## src/source/lsu_pkg.sv

```systemverilog
// load/store unit shared types
`default_nettype none

package lsu_pkg;

  localparam int XLEN   = 64;
  localparam int ADDR_W = 32;
  localparam int STRB_W = XLEN / 8;
  localparam int OFF_W  = $clog2(STRB_W);

  typedef enum logic {LOAD = 1'b0, STORE = 1'b1} mem_kind_e;

  typedef enum logic [1:0] {SZ_B = 2'd0, SZ_H = 2'd1, SZ_W = 2'd2, SZ_D = 2'd3} mem_size_e;

  typedef enum logic [1:0] {OKAY = 2'b00, SLVERR = 2'b10} resp_e;

  // operation from execute
  typedef struct packed {
    mem_kind_e         kind;
    mem_size_e         size;
    logic              is_unsigned;
    logic [ADDR_W-1:0] addr;
    logic [XLEN-1:0]   wdata;
    logic [4:0]        rd;
  } mem_op_t;

  // issue stage output, addr is word aligned
  typedef struct packed {
    mem_kind_e         kind;
    logic [ADDR_W-1:0] addr;
    logic [XLEN-1:0]   wdata;
    logic [STRB_W-1:0] strb;
    mem_size_e         size;
    logic              is_unsigned;
    logic [OFF_W-1:0]  offset;
    logic [4:0]        rd;
  } bus_req_t;

  // load context kept while the read is open
  typedef struct packed {
    mem_size_e        size;
    logic             is_unsigned;
    logic [OFF_W-1:0] offset;
    logic [4:0]       rd;
  } rd_ctx_t;

  typedef struct packed {
    logic            valid;
    logic [4:0]      rd;
    logic [XLEN-1:0] data;
  } wb_t;

endpackage

`default_nettype wire

```

## src/source/lsu_bus_master.sv

```systemverilog
// load/store bus master
`timescale 1ns/1ps
`default_nettype none

module lsu_bus_master import lsu_pkg::*; (
  input  wire logic              clk,
  input  wire logic              rst,
  input  wire logic              req_valid_i,
  input  wire bus_req_t          req_i,
  output logic                   req_take_o,
  // write address
  output logic                   aw_valid_o,
  input  wire logic              aw_ready_i,
  output logic [ADDR_W-1:0]      aw_addr_o,
  // write data
  output logic                   w_valid_o,
  input  wire logic              w_ready_i,
  output logic [XLEN-1:0]        w_data_o,
  output logic [STRB_W-1:0]      w_strb_o,
  // write response
  input  wire logic              b_valid_i,
  output logic                   b_ready_o,
  input  wire resp_e             b_resp_i,
  // read address
  output logic                   ar_valid_o,
  input  wire logic              ar_ready_i,
  output logic [ADDR_W-1:0]      ar_addr_o,
  // read data
  input  wire logic              r_valid_i,
  output logic                   r_ready_o,
  input  wire logic [XLEN-1:0]   r_data_i,
  input  wire resp_e             r_resp_i,
  // to load alignment
  output logic                   rd_valid_o,
  output logic [XLEN-1:0]        rd_data_o,
  output rd_ctx_t                rd_ctx_o
);

  typedef enum logic [1:0] {W_IDLE, W_ADDR_DATA, W_RESP} w_state_e;
  typedef enum logic [1:0] {R_IDLE, R_ADDR, R_DATA} r_state_e;

  w_state_e          w_state;
  r_state_e          r_state;
  logic              aw_valid_q;
  logic              w_valid_q;
  logic              b_ready_q;
  logic              ar_valid_q;
  logic              r_ready_q;
  logic [ADDR_W-1:0] addr_q;
  logic [XLEN-1:0]   wdata_q;
  logic [STRB_W-1:0] strb_q;
  rd_ctx_t           ctx_q;
  logic              aw_done;
  logic              w_done;

  // a new request starts only with both channels quiet
  assign req_take_o = req_valid_i && (w_state == W_IDLE) && (r_state == R_IDLE);

  assign aw_done = !aw_valid_q || aw_ready_i;
  assign w_done  = !w_valid_q || w_ready_i;

  //============================================================
  // write channel
  //============================================================
  always_ff @(posedge clk) begin
    if (rst) begin
      w_state    <= W_IDLE;
      aw_valid_q <= 1'b0;
      w_valid_q  <= 1'b0;
      b_ready_q  <= 1'b0;
    end else begin
      case (w_state)
        W_IDLE: begin
          if (req_take_o && req_i.kind == STORE) begin
            w_state    <= W_ADDR_DATA;
            aw_valid_q <= 1'b1;
            w_valid_q  <= 1'b1;
          end
        end
        W_ADDR_DATA: begin
          // aw and w may complete in either order
          if (aw_valid_q && aw_ready_i) begin
            aw_valid_q <= 1'b0;
          end
          if (w_valid_q && w_ready_i) begin
            w_valid_q <= 1'b0;
          end
          if (aw_done && w_done) begin
            w_state   <= W_RESP;
            b_ready_q <= 1'b1;
          end
        end
        W_RESP: begin
          if (b_valid_i) begin
            w_state   <= W_IDLE;
            b_ready_q <= 1'b0;
          end
        end
        default: w_state <= W_IDLE;
      endcase
    end
  end

  //============================================================
  // read channel
  //============================================================
  always_ff @(posedge clk) begin
    if (rst) begin
      r_state    <= R_IDLE;
      ar_valid_q <= 1'b0;
      r_ready_q  <= 1'b0;
    end else begin
      case (r_state)
        R_IDLE: begin
          if (req_take_o && req_i.kind == LOAD) begin
            r_state    <= R_ADDR;
            ar_valid_q <= 1'b1;
          end
        end
        R_ADDR: begin
          if (ar_ready_i) begin
            r_state    <= R_DATA;
            ar_valid_q <= 1'b0;
            r_ready_q  <= 1'b1;
          end
        end
        R_DATA: begin
          if (r_valid_i) begin
            r_state   <= R_IDLE;
            r_ready_q <= 1'b0;
          end
        end
        default: r_state <= R_IDLE;
      endcase
    end
  end

  // request payload, held for the whole transaction
  always_ff @(posedge clk) begin
    if (req_take_o) begin
      addr_q  <= req_i.addr;
      wdata_q <= req_i.wdata;
      strb_q  <= req_i.strb;
      ctx_q   <= '{size: req_i.size, is_unsigned: req_i.is_unsigned,
                   offset: req_i.offset, rd: req_i.rd};
    end
  end

  assign aw_valid_o = aw_valid_q;
  assign aw_addr_o  = addr_q;
  assign w_valid_o  = w_valid_q;
  assign w_data_o   = wdata_q;
  assign w_strb_o   = strb_q;
  assign b_ready_o  = b_ready_q;
  assign ar_valid_o = ar_valid_q;
  assign ar_addr_o  = addr_q;
  assign r_ready_o  = r_ready_q;

  // raw beat goes straight on, alignment registers it
  assign rd_valid_o = (r_state == R_DATA) && r_valid_i;
  assign rd_data_o  = r_data_i;
  assign rd_ctx_o   = ctx_q;

  a_one_open_txn: assert property (@(posedge clk) disable iff (rst)
    !((w_state != W_IDLE) && (r_state != R_IDLE)))
    else $error("read and write transactions open together");

  // slave never reports an error
  a_resp_okay: assert property (@(posedge clk) disable iff (rst)
    (b_valid_i && b_ready_q) || (r_valid_i && r_ready_q)
      |-> (b_valid_i ? b_resp_i == OKAY : r_resp_i == OKAY))
    else $error("non-OKAY response from memory");

endmodule

`default_nettype wire

```

## config.mk

```make
export PLATFORM = sky130hd
export DESIGN_NAME = lsu_bus_master
export DESIGN_NICKNAME = d
export VERILOG_FILES = /design/src/source/lsu_pkg.sv /design/src/source/lsu_bus_master.sv
export SDC_FILE = /design/constraint.sdc
export NUM_CORES = 1
export LEC_CHECK = 0
export ABC_AREA = 1
export ABC_CLOCK_PERIOD_IN_PS = 4700
export BUFFER_PORTS_ARGS = -buffer_cell sky130_fd_sc_hd__buf_2
export CAP_MARGIN = 0
export CELL_PAD_IN_SITES_DETAIL_PLACEMENT = 0
export CELL_PAD_IN_SITES_GLOBAL_PLACEMENT = 1
export CORE_AREA = 10 10 151 153
export CTS_BUF_LIST = sky130_fd_sc_hd__clkbuf_4
export CTS_CLUSTER_DIAMETER = 80
export DETAILED_ROUTE_END_ITERATION = 12
export DIE_AREA = 0 0 161 163
export PLACE_DENSITY = 0.77
export SLEW_MARGIN = 20
export SYNTH_ARGS = -nofsm -noshare
export SYNTH_HDL_FRONTEND = slang
export SYNTH_SLANG_ARGS = --single-unit
```

## constraint.sdc

```tcl
create_clock -name clk -period 4.7 [get_ports clk]
set_input_delay 0.94 -clock clk [delete_from_list [all_inputs] [get_ports clk]]
set_output_delay 0.94 -clock clk [all_outputs]
set_load 0.01 [all_outputs]
```

## Yosys cells after proc, flatten, opt, wreduce, memory -nomap -nowiden

Index checks and enable logic that the tools add are counted.

| word-level totals | value |
|---|---|
| register bits | 124 |
| bits in latches | 0 |
| RAM bits | 0 |
| memory bits (read-only) | 0 |
| input port bits | 192 |
| output and inout bits | 218 |
| memories | 0 |

| cells by class | value |
|---|---|
| $add $sub $neg | 0 |
| multiply operators | 0 |
| div/mod/pow operators | 0 |
| order comparisons | 0 |
| equality and inequality tests | 12 |
| shift-type cells | 0 |
| multiplexer cells | 22 |
| bitwise operators | 1 |
| reduce and logical (&&, ||, !) cells | 25 |

Operator list:

| cell | number |
|---|---|
| $reduce_and 3->1 | 7 |
| $mux 2 | 6 |
| $ne 2x2->1 const B | 6 |
| $pmux 2 s3 | 2 |
| $pmux 1 s2 | 5 |
| $mux 1 | 9 |
| $logic_and 1x1->1 | 8 |
| $reduce_bool 2->1 | 4 |
| $eq 2x1->1 const B | 2 |
| $eq 2x2->1 const B | 2 |
| $logic_not 2->1 | 2 |
| $ne 2x1->1 const B | 2 |
| $logic_not 1->1 | 2 |
| $logic_or 1x1->1 | 2 |
| $not 1->1 | 1 |

## Longest topological paths before layout

| depth | value |
|---|---|
| word-level depth | 6 |
| mapped depth | 6 |

## Worst setup path after synthesis

No wires, ideal clock.

| timing | value |
|---|---|
| path kind | input to output |
| start | in req_valid_i |
| end | out req_take_o |
| data arrival time | 4.039 ns |
| required time | 3.760 ns |
| setup slack | -0.279 ns |
| stages on the path | 2 |
| buffers on the path | 0 |
| cells stage by stage | nand2_2 -> nor2_2 |

| on the way | value |
|---|---|
| longest elaborated chain between the ends | 2 |

Ends and longest elaborated chain:

| item | line | RTL |
|---|---|---|
| start, declared | lsu_bus_master.sv:8 | `input wire logic req_valid_i,` |
| $logic_and 1x1->1 (2 in a row) | lsu_bus_master.sv:57 | `assign req_take_o = req_valid_i && (w_state == W_IDLE) && (r_state == R_IDLE);` |
| end, declared | lsu_bus_master.sv:10 | `output logic req_take_o,` |

No other way between the ends.

## Worst setup path in the final report

Ends and elaborated chain as after synthesis.

==> summary.md <==
| Metric | Value |
|---|---|
| Outcome | finished, final reports clean |
| Most frequent cells after synthesis | edfxtp_1 (115), buf_4 (96), dfxtp_1 (9), a21oi_1 (8), inv_1 (8) |
| Main synth FF type | edfxtp_1 |
| RSZ-0062 raised after global routing | false |
| Worst min path class | flip-flop to flip-flop |
| Remaining antenna violation count | 0 |
| Most Used Layer, Global Route | met2 |
| Number of antenna violations at the first check in global routing | 1 |
| Vias/cell | roughly 3.7 |
| Fin. max-slew vios | 0 |
| Vias in the first global route | approximately 3000 |
| Most frequent cell after synthesis | edfxtp_1 |
| R2R Setup Slk | around 3000 ps |
| Sw Ratio | 0.2604 |
| Cell Area, Synth | between 4000 and 5000 um2 |
| Distinct cell type count after synthesis | 22 |
| Final instance area | between 5000 and 6000 um2 |
| Grt met3 use | 0.05283 |
| Drt pass-1 iters | 4 |
| Final HPWL DP | about 11000 um |
| Worst-path fanout max | 3 |
| Die H | ~160 um |
| Total GRT Usage | 0.1020 |
| DR vias | 2779 |
| Ports | between 400 and 500 |
| Met2 usage | 0.1746 |
| Dpl cells | 720 |
| Yosys top cell by area | edfxtp_1 |
| Seq/Total Area, Yosys | 0.7868 |
| Final hold vios | 0 |
| Critical R2R Launch | w_state[1] |
| Root buf cell | clkbuf_4 |
| Worst EP required | 3760 ps |
| # nets final | approximately 660 |
| First-pass GRT wire length | about 19000 um |
| Relative slew slack | 0.5446 |
| Total negative slack | 0 ps |
| CTS tree | done |
| Logic pwr share | 0.120 |
| Asr flop ratio synth | 0 |
| H-Tree Depth | 4 |
| Wire per inst | ~19 um |
| Maximum clock frequency | approximately 400 MHz |
| Synth Instances | 269 |
| Post-cts sizing count | 0 |
| CTS Buf Count | 17 |
| Worst reg2reg path depth | 4 |
| Sw Pwr | between 600 and 700 uW |
| Clk sinks | 124 |
| Worst skew pair latency | about 530 ps |
| Worst hold endpoint | b_ready_o |
| Setup crit start kind | input pin |
| Hold Path Depth | 2 |
| Hold_buf cts | 0 |
| Num rows | 52 |
| Final Skew | 28.83 ps |
| Crit path DAT | between 1500 and 2000 ps |
| PortBufs | ~280 |
| CTS clock-pin slew for the worst setup and hold paths | 130 ps |
| Final GP Congestion | 0.7758 |
| Final worst slack | 2212 ps |
| Pwr Density | 409.8 nW/um2 |
| Detailed Route WL | about 14000 um |
| M1 GR Usage | 0.09798 |
| Worst-margin pin slew | 683.1 ps |
| Syn Nets | around 460 |
| #FFs+latches synth | 124 |
| Die ar. | 26240 um2 |
| CTS Buffer Depth | 2 |
| Clock share of power | 0.332 |
| Chip width | 161 um |
| Largest net degree at the start of global routing | between 100 and 150 |
| Global route overflow | 0 |
| Synth area leaders | edfxtp_1 (75%), buf_4 (16%), dfxtp_1 (3.9%) |
| Avg Cell Area, Syn | roughly 17 um2 |
| VDD IR max | ~0.14 mV |
| Final setup viols | 0 |
| Starting Density | 0.2320 |
| DP Worst Slack | 2170 ps |
| Worst hold slack | about 500 ps |
| Static Leak | 2.539 nW |
| Layout cells sized above 1 | 0.6618 |
| WS Path Type | input pin to output port |
| EDFF count, synth | between 100 and 150 |
| Hold Crit Start | b_ready_o |
| Yosys warns | 0 |
| Post-synth top area share | 0.7478 |
| Crit. End Element | output port |
| Int Power | about 1.8 mW |
| Dpl cell area | ~5600 um2 |
| Total power | roughly 2.4 mW |
| Fin crit period | about 2500 ps |
| Fin cells | approximately 750 |
| Fin crit share | 0.5293 |
| Core ar. | approximately 20000 um2 |
| Synth-to-layout area growth | 29.02% |
| Final Util | 0.2993 |
| Detailed Route Iter0 Violations | roughly 120 |
| Flop pwr share | 0.549 |
| Post-CTS setup buffer count | 0 |
| Total of max-cap violations | 0 |
| DRC | 0 |
| Worst r2r dst | w_data_o[47] |
[critical path, cell delays in order]
cell     delay, ps
buf_2          120
nand2_2        100
nor2_4         190
buf_2          190
[metal layers]
layer	up-vias	routed length [um]
li1	1261	-
met3	44	1407
met4	0	349
met5	-	0
met1	1281	5069
met2	193	7338
[flip-flops by register name (all words and copies together), names as in the netlist]
register and flops:
ar_valid_o 1, r_ready_o 1, r_state 2, w_state 2, ar_addr_o 32, b_ready_o 1, w_strb_o 8, w_valid_o 1
rd_ctx_o 11, w_data_o 64, aw_valid_o 1
[power groups by stage]
stage	clock network (mW)	registers [mW]	logic [mW]
detailed placement	0	1.37	0.305
floorplan	0	1.42	0.149
CTS	0.854	1.34	0.306
global route	0.897	1.35	0.320
finish	0.810	1.34	0.292
global placement	0	1.36	0.301
[area by class of cell]
type / instances / area (um2)
clock inverter: 15 / 185.2
tap: 270 / 337.8
multi-input combinational: 38 / 225.2
sequential: 124 / 3633
antenna: 1 / 2.502
fill: 2025 / 13950
timing repair buffer: 278 / 1406
inverter: 10 / 40.04
clock buffer: 17 / 127.6
[placed cells by master, fill, tap and decap left out, types with 2 or more instances in the layout]
cell         n
buf_2      277
edfxtp_1   115
clkbuf_4    17
dfxtp_1      9
inv_1        8
a21oi_1      8
nor2_1       7
nand2_1      6
inv_6        5
nand3_1      4
clkinv_4     4
bufinv_16    3
nor2_2       2
[how the worst max path moves through the flow]
stage	from	endpoint	slack (ps)	depth (start not counted)
global route	w_state[1]	req_take_o	2110	4
floorplan	req_valid_i	req_take_o	1000	2
CTS	w_state[1]	req_take_o	2150	4
finish	req_valid_i	req_take_o	2210	4
detailed placement	req_valid_i	req_take_o	2170	4
global placement	req_valid_i	req_take_o	2160	4
[cells by family after synthesis]
kind of cell | synth area share
flip-flops | 0.7868
buffers and inverters | 0.1655
AND/OR/NAND/NOR | 0.02791
AO/OA/AOI/OAI | 0.01978
Power figures use the tool's default switching activity.
