==> config.mk <==
export PLATFORM = sky130hd
export DESIGN_NAME = lsu_load_align
export DESIGN_NICKNAME = d
export VERILOG_FILES = /design/src/source/lsu_pkg.sv /design/src/source/lsu_load_align.sv
export SDC_FILE = /design/constraint.sdc
export NUM_CORES = 1
export LEC_CHECK = 0
export BUFFER_PORTS_ARGS = -buffer_cell sky130_fd_sc_hd__buf_2
export CAP_MARGIN = 15
export CORE_MARGIN = 4
export CORE_UTILIZATION = 51
export CTS_CLUSTER_SIZE = 10
export DETAILED_ROUTE_END_ITERATION = 12
export PLACE_DENSITY = 0.81
export SYNTH_ARGS = -nofsm -noshare
export SYNTH_HDL_FRONTEND = slang
export SYNTH_SLANG_ARGS = --single-unit
==> constraint.sdc <==
create_clock -name clk -period 2 [get_ports clk]
set_input_delay 0 -clock clk [delete_from_list [all_inputs] [get_ports clk]]
set_output_delay 0 -clock clk [all_outputs]
set_load 0.01 [all_outputs]
==> src/source/lsu_pkg.sv <==
// load/store unit shared types
`default_nettype none

package lsu_pkg;

  localparam int XLEN   = 64;
  localparam int ADDR_W = 32;
  localparam int STRB_W = XLEN / 8;
  localparam int OFF_W  = $clog2(STRB_W);

  typedef enum logic {LOAD = 1'b0, STORE = 1'b1} mem_kind_e;

  typedef enum logic [1:0] {SZ_B = 2'd0, SZ_H = 2'd1, SZ_W = 2'd2, SZ_D = 2'd3} mem_size_e;

  typedef enum logic [1:0] {OKAY = 2'b00, SLVERR = 2'b10} resp_e;

  // operation from execute
  typedef struct packed {
    mem_kind_e         kind;
    mem_size_e         size;
    logic              is_unsigned;
    logic [ADDR_W-1:0] addr;
    logic [XLEN-1:0]   wdata;
    logic [4:0]        rd;
  } mem_op_t;

  // issue stage output, addr is word aligned
  typedef struct packed {
    mem_kind_e         kind;
    logic [ADDR_W-1:0] addr;
    logic [XLEN-1:0]   wdata;
    logic [STRB_W-1:0] strb;
    mem_size_e         size;
    logic              is_unsigned;
    logic [OFF_W-1:0]  offset;
    logic [4:0]        rd;
  } bus_req_t;

  // load context kept while the read is open
  typedef struct packed {
    mem_size_e        size;
    logic             is_unsigned;
    logic [OFF_W-1:0] offset;
    logic [4:0]       rd;
  } rd_ctx_t;

  typedef struct packed {
    logic            valid;
    logic [4:0]      rd;
    logic [XLEN-1:0] data;
  } wb_t;

endpackage

`default_nettype wire

==> src/source/lsu_load_align.sv <==
// load data alignment and writeback
`timescale 1ns/1ps
`default_nettype none

module lsu_load_align import lsu_pkg::*; (
  input  wire logic            clk,
  input  wire logic            rst,
  input  wire logic            rd_valid_i,
  input  wire logic [XLEN-1:0] rd_data_i,
  input  wire rd_ctx_t         rd_ctx_i,
  output wb_t                  wb_o
);

  logic [XLEN-1:0] shifted;
  logic [XLEN-1:0] ext;
  logic            fill;
  logic            wb_valid_q;
  logic [4:0]      wb_rd_q;
  logic [XLEN-1:0] wb_data_q;

  // bring the addressed bytes down to lane 0
  assign shifted = rd_data_i >> {rd_ctx_i.offset, 3'b000};
  assign fill    = !rd_ctx_i.is_unsigned;

  always_comb begin
    case (rd_ctx_i.size)
      SZ_B:    ext = {{(XLEN-8){fill & shifted[7]}}, shifted[7:0]};
      SZ_H:    ext = {{(XLEN-16){fill & shifted[15]}}, shifted[15:0]};
      SZ_W:    ext = {{(XLEN-32){fill & shifted[31]}}, shifted[31:0]};
      default: ext = shifted;
    endcase
  end

  always_ff @(posedge clk) begin
    if (rst) begin
      wb_valid_q <= 1'b0;
    end else begin
      wb_valid_q <= rd_valid_i;
    end
  end

  // x0 is written too, the register file drops it
  always_ff @(posedge clk) begin
    if (rd_valid_i) begin
      wb_rd_q   <= rd_ctx_i.rd;
      wb_data_q <= ext;
    end
  end

  assign wb_o = '{valid: wb_valid_q, rd: wb_rd_q, data: wb_data_q};

endmodule

`default_nettype wire

After elaboration in Yosys (flattened, before gate mapping)
Index checks and enable logic that the tools add are counted.
- bits in registers: 70
- input bits: 78
- word-level logic and storage cells: 12
- equality and inequality tests: 2
- shift-type cells: 1
- multiplexer cells: 1
- bitwise operators: 3
- reduce and logical (&&, ||, !) cells: 2
- operators by type and width (cell ; number):
    $pmux W64 S3 ; 1
    $shr A64 B6 Y64 ; 1
    $and A1 B1 Y1 ; 3
    $eq A2 B1 Y1 const B ; 1
    $eq A2 B2 Y1 const B ; 1
    $logic_not A2 Y1 ; 1
    $logic_not A1 Y1 ; 1

Depth between registers and ports, before layout
Gate-level depths: netlist of the first run.
- depth in word-level cells: 3
- mapped depth: 8
- gate-level depth less buffers: 4

Least setup slack after synthesis of the first run
Ideal clock, no wire load.
- path kind: input to register
- start: input port rd_ctx_i[5] (netlist name)
- end: register wb_data_q[5], data pin
- library setup time: 260 ps
- arrival time: 1369 ps
- required time: 1740 ps
- path slack: 371 ps
- stages on the path: 7
- path buffers: 4
- path through: buf_6 -> buf_2 -> buf_4 -> buf_2 -> mux2i_1 -> mux2i_1 -> mux2_2
- longest elaborated chain between the ends: 2
- ends and longest elaborated chain (item ; RTL line ; text):
    start, declared ; lsu_load_align.sv:10 ; input wire rd_ctx_t rd_ctx_i,
    $shr A64 B6 Y64 ; lsu_load_align.sv:22 ; assign shifted = rd_data_i >> {rd_ctx_i.offset, 3'b000};
    $pmux W64 S3 ; lsu_load_align.sv:26 ; case (rd_ctx_i.size)
    named net ext[5] ; lsu_load_align.sv:15 ; logic [XLEN-1:0] ext;
    end signal, assigned ; lsu_load_align.sv:46 ; wb_data_q <= ext;
    end, declared ; lsu_load_align.sv:19 ; logic [XLEN-1:0] wb_data_q;
The timed path passes the listed nets, and every way through them passes these cells.
A chain may end at the register's enable or synchronous reset.

Worst setup path after layout of the first run
- start: input port rd_ctx_i[5] (netlist name)
- end: register wb_data_q[13], data pin
- longest elaborated chain between the ends: 3
- ends and longest elaborated chain (item ; RTL line ; text):
    $shr A64 B6 Y64 (*) ; lsu_load_align.sv:22 ;
    $and A1 B1 Y1 ; lsu_load_align.sv:27 ; SZ_B: ext = {{(XLEN-8){fill & shifted[7]}}, shifted[7:0]};
    $pmux W64 S3 (*) ; lsu_load_align.sv:26 ;
    named net ext[13] ; lsu_load_align.sv:15 ;
The timed path passes the listed nets; every way through them passes the cells marked *.

==> metrics, run 1 <==
flops & latches, synth 70; initial DRC count 336; crit-path most repeated cell buf_4; post-synthesis sequential area ratio about half; DRT antenna net count 0; status completed; worst slew pin tran 0.861 ns; highest metal used met4; RSZ-0062 raised after global routing no; layout cells sized above 1 43.5%; first-pass GRT wire length 18900 um; CTS Buf Count 9; Mapped Cells ~340; Routability Congestion about 0.87; Setup CP Type in2reg; final-report hold violation count 0; Core Box Area 0.00818 mm^2; Cell Pwr Density ~760 mW/mm^2; Hold Crit Start rd_data_i[60]; wire length on met3 ~1100 um; Area Overhead vs Synth 26.4%; initial core utilization 52.3%; CP startpoint rd_ctx_i[5]; internal power between 3 and 4 mW; Post-synth ARST share 0%; synth top area cells edfxtp_1 48%, mux4_2 11%, mux2i_1 9.6%; number of synthesized flops with an enable pin a little under 70; met2 wire len 6210 um; Worst-path clk slew about 0.08 ns; critical path's top delay family multiplexers; Final Cycle Share 73.3%; total number of vias 3659; 1st-pass router iterations 5; HPWL after DPL 8760 um; Cell Chain, Critical Path buf_4 -> mux2_2 -> mux4_2 -> nand3b_2 -> buf_4 -> o21ai_0; WP buf/inv 2; fin. max-slew vios 0; synthesized area per cell 12.7 um^2; Buffers on Ports 147; synth unique cells 32; Switch Pwr 1.06 mW; filler instances 644; Die ar. 0.00992 mm^2; ant diodes 0; CTS tree built; Vert. Die Dim 99.6 um; I/O pins 148; share of Yosys cell area claimed by the top area cell type 48.4%; CTS max path bufs 2; Main synth FF type edfxtp_1; vias in the first global route around 3600; initial antenna violation count 0; Finish-stage setup viols 0; die width 99.6 um; grt total ovfl 0; max-cap viol count 0; CP max stage delay 0.48 ns; syn nets 416; pre-CTS setup slack roughly 0.17 ns; part of the power in combinational logic 21.2%; most common library cells after synthesis 69 x edfxtp_1, 41 x mux2i_1, 41 x nand2_1; Switching Share 25.7%; vias per inst 6.24; largest net degree at the start of global routing 71; setup_tns 0 ns; slowest cell on the critical path mux4_2; critical path arrival 1.54 ns; top-count cell post-synth edfxtp_1; Residual DRC 0; Placed Area 0.00510 mm^2; maximum vdd ir drop 0.000397 V; total of warnings raised by yosys 0; num rows 33; Post-Route WL 12200 um; H-tree levels 3; fmax roughly 680 MHz; Critical Path Source Type input pin; CTS root buf clkbuf_8; Reg power frac between 40% and 50%; crit-path max FO 16; Leak Pwr 2.33 nW; Yosys top cell by area edfxtp_1; min Tclk post-route 1.47 ns; hold crit path type in2reg; clk sinks 70; final setup margin around 0.53 ns; final instance area 0.00541 mm^2; Slew headroom 42.5%; Worst Setup End Kind flop; Clk pwr share between 30 and 40%; setup repair bufs after CTS 0; post-route met1 wirelength 4500 um; WL/cell 20.8 um; gr usage total 24.6%; Critical Path RT roughly 2.1 ns; final net count between 500 and 600; Netlist Area Pre-Place 0.00428 mm^2
[flip-flops by register name, indices dropped and copies added (netlist names)]
register / flops
wb_data_q: 64
wb_rd_q: 5
wb_valid_q: 1
[per-layer routing]
layer  track usage, %  up-vias
li1                 -     1632
met1             30.2     1747
met2             43.0      247
met3             4.35       33
met4             9.98        0
met5                0        -
[layout by cell type (no fill, tap or decap), types with 2 or more instances in the layout]
cell             n
nand2_1         41
a32oi_1          6
buf_12           6
nor2_1           4
mux2_2           9
a211o_1          6
clkbuf_8        10
buf_4            9
nor3b_1          2
mux2i_1         41
buf_2          146
o211ai_1         6
nor2b_1         12
nand3_1         11
bufinv_16        3
edfxtp_1        69
o2111ai_1       15
o21ai_0         10
mux2_4           2
mux4_2          21
o2bb2ai_1        7
dlygate4sd3_1    6
nand4_1         26
[path summary, 6_finish.rpt]
path / slack [ns] / endpoint / cells after the start
max: 0.53 / wb_data_q[13]$_DFFE_PP_ / 6
min: 0.04 / wb_data_q[60]$_DFFE_PP_ / 3
[power by group through the flow]
stage / Sequential, mW / Combinational, mW / Clock (mW)
finish: 1.86 / 0.875 / 1.39
floorplan: 1.96 / 0.395 / 0
global placement: 1.89 / 0.843 / 0
detailed placement: 1.89 / 0.862 / 0
global route: 1.87 / 0.943 / 1.48
CTS: 1.86 / 0.875 / 1.41
[cell families after synthesis]
group | count (synthesis) | share of synthesized area, %
mux | 74 | 24.0
flops | 70 | 48.9
buf+inv | 40 | 5.29
compound gates | 52 | 9.48
simple gates | 102 | 12.3
[per-stage QoR]
stage	std cells	utilization, %	hold WS (ns)	total power [mW]
final	586	66.2	0.0432	4.13
after detailed placement	564	62.4	0.164	2.76
after floorplan	338	-	0.0716	2.36
after CTS	586	66.2	0.0340	4.15
after global placement	564	62.4	0.160	2.74
after global routing	586	66.2	0.0420	4.29
[cell type report]
cell class                 count  area, um^2  share of cell area (%)
clock inverter                 5         106                    1.97
sequential                    70        2090                    38.7
timing repair buffer         167         978                    18.1
tap                          105         131                    2.43
clock buffer                  11         141                    2.61
multi-input combinational    228        1960                    36.2
[what timing repair did]
action / in CTS / in global routing
hold endpoints to repair: 6 / 0
hold buffers: 6 / 0
gates resized for setup: 0 / 0
(Power assumes the default switching activity.)
==> run 2, diff against run 1 <==
Settings changed: CORE_UTILIZATION 51 to 46, PLACE_DENSITY 0.81 to 0.77.
Clock period 2 ns to 1.2 ns, I/O delays scaled along.
==> run 2 against run 1 <==
The run now ends with negative setup slack left. Global-route usage up 0.10 points. Flip-flop and latch count is the same. Critical path depth grew 1. Non-clock buffer count grew 51. Critical path type unchanged. Via count is 8.9% higher. Combinational power rose by 95%. Hold slack worse by 0.030 ns. Clock power rose by 59%. Wire length grew 14%. Cell area up 11%.
==> metrics, run 2 (same netlist as run 1, synthesis figures left out) <==
Finish-stage setup viols 57; Leak Pwr 2.69 nW; filler instances 657; Residual DRC 0; Placed Area 0.00543 mm^2; gr usage total 24.7%; Vert. Die Dim 104 um; WL/cell 21.7 um; CTS root buf clkbuf_8; total number of vias 3985; final net count 605; Worst-path clk slew 0.08 ns; clk sinks 70; Critical Path RT 1.27 ns; Largest register FFs 64; max-cap viol count 0; critical path arrival approximately 1.5 ns; fin. max-slew vios 0; worst slew pin tran 0.400 ns; final instance area 0.00602 mm^2; initial antenna violation count 0; Reg area 0.00209 mm^2; most flop-heavy register wb_data_q; Worst Setup End Kind flop; initial DRC count 383; final-report hold violation count 0; maximum vdd ir drop roughly 0.00074 V; H-tree levels 3; HPWL after DPL 9750 um; GR Layer Usage met2 between 40% and 50%; DRT antenna net count 0; Slew headroom 73.2%; met3 usage in global routing 4.84%; CTS tree built; M1 GR Usage between 30% and 40%; Routability Congestion 0.853; top flop regs wb_data_q x64, wb_rd_q x5, wb_valid_q x1; grt total ovfl 0; area of the multi-input gates 0.00203 mm^2; Final Cycle Share 115%; crit-path max FO 7; final setup margin -0.175 ns; Tot Pwr 7.03 mW; final std cells w/o fill 640; initial core utilization 48.1%; vias per inst 6.23; Buffers on Ports 147; num rows 34; die width 104 um; commonest cells after routing, fill and taps aside 146 x buf_2, 69 x edfxtp_1, 48 x buf_4; CTS Buf Count 9; commonest non-fill, non-tap cell in the layout buf_2; ant diodes 0; RSZ-0062 raised after global routing yes; gr busiest metal met2; I/O pins roughly 150; Setup CP Type in2reg; 1st-pass router iterations 6; final core occ 67.7%; CTS max path bufs 2; Critical Path Source Type input pin; vias in the first global route approximately 4000; Die ar. roughly 0.011 mm^2; failing checks negative setup slack; placed cell count 609; hold crit path type in2reg; Cell Pwr Density between 1000 and 1500 mW/mm^2; fmax 727 MHz; Post-Route WL ~14000 um; first-pass GRT wire length approximately 21000 um; status complete, but fails checks; layout cells sized above 1 51.3%; Area Overhead vs Synth 40.7%; largest net degree at the start of global routing 49; Core Box Area 0.00889 mm^2; min Tclk post-route 1.38 ns
==> run 2: cell count changes in the layout (fill, tap and decap cells not counted), moves of 6 or more <==
cell       before  now
o21ai_1         0    7
o21ai_0        10    2
buf_4           9   48
buf_12          6   12
o2111ai_1      15    8
o2111ai_2       0    7
==> run 2: layout make-up <==
class	count	share of cell area, %
clock inverter	7	1.72
timing repair buffer	218	25.5
clock buffer	9	2.06
tap	108	2.24
multi-input combinational	228	33.8
sequential	70	34.7
==> run 2: power by group <==
part | total (mW) | internal (mW) | switching [mW]
sequential | 3.10 | 3.01 | 0.0902
clock | 2.21 | 1.20 | 1.01
combinational | 1.71 | 0.839 | 0.875
total | 7.03 | 5.05 | 1.97
==> run 2: through the flow <==
step	hold slack, ns	worst slack [ns]	TNS (ns)
4_1_cts	0.00743	-0.145	-4.61
2_1_floorplan	0.0716	-0.410	-22.32
5_1_grt	0.00424	-0.186	-8.57
6_report	0.0132	-0.175	-6.89
3_3_place_gp	0.161	-0.492	-27.45
3_5_place_dp	0.169	-0.562	-30.20
==> run 2: worst max-delay path, stage by stage <==
cell       delay (ns)
buf_12           0.11
mux2_4           0.30
mux4_2           0.50
nand3b_4         0.17
buf_12           0.13
clkbuf_16        0.13
nand4_1          0.10
==> run 2: layer usage <==
metal | vias up | part of all wire (%)
met3 | 37 | 9.6
met4 | 0 | 3.3
met1 | 1926 | 37
li1 | 1741 | -
met5 | - | 0
met2 | 281 | 50
==> run 2: final timing paths <==
| check | endpoint | cells past startpoint | from | slack, ns |
|---|---|---|---|---|
| setup / recovery | wb_data_q[34]$_DFFE_PP_ | 7 | rd_ctx_i[5] | -0.18 |
| hold / removal | wb_data_q[5]$_DFFE_PP_ | 1 | rd_valid_i | 0.01 |
==> run 2: timing repair <==
| item | in CTS | in global routing |
|---|---|---|
| gates resized for setup | 24 | 8 |
| buffers inserted | 3 | 2 |
| cloned | 3 | 3 |
| hold buffers | 6 | 0 |
| setup endpoints to repair | 60 | 60 |
| hold endpoints to repair | 6 | 0 |
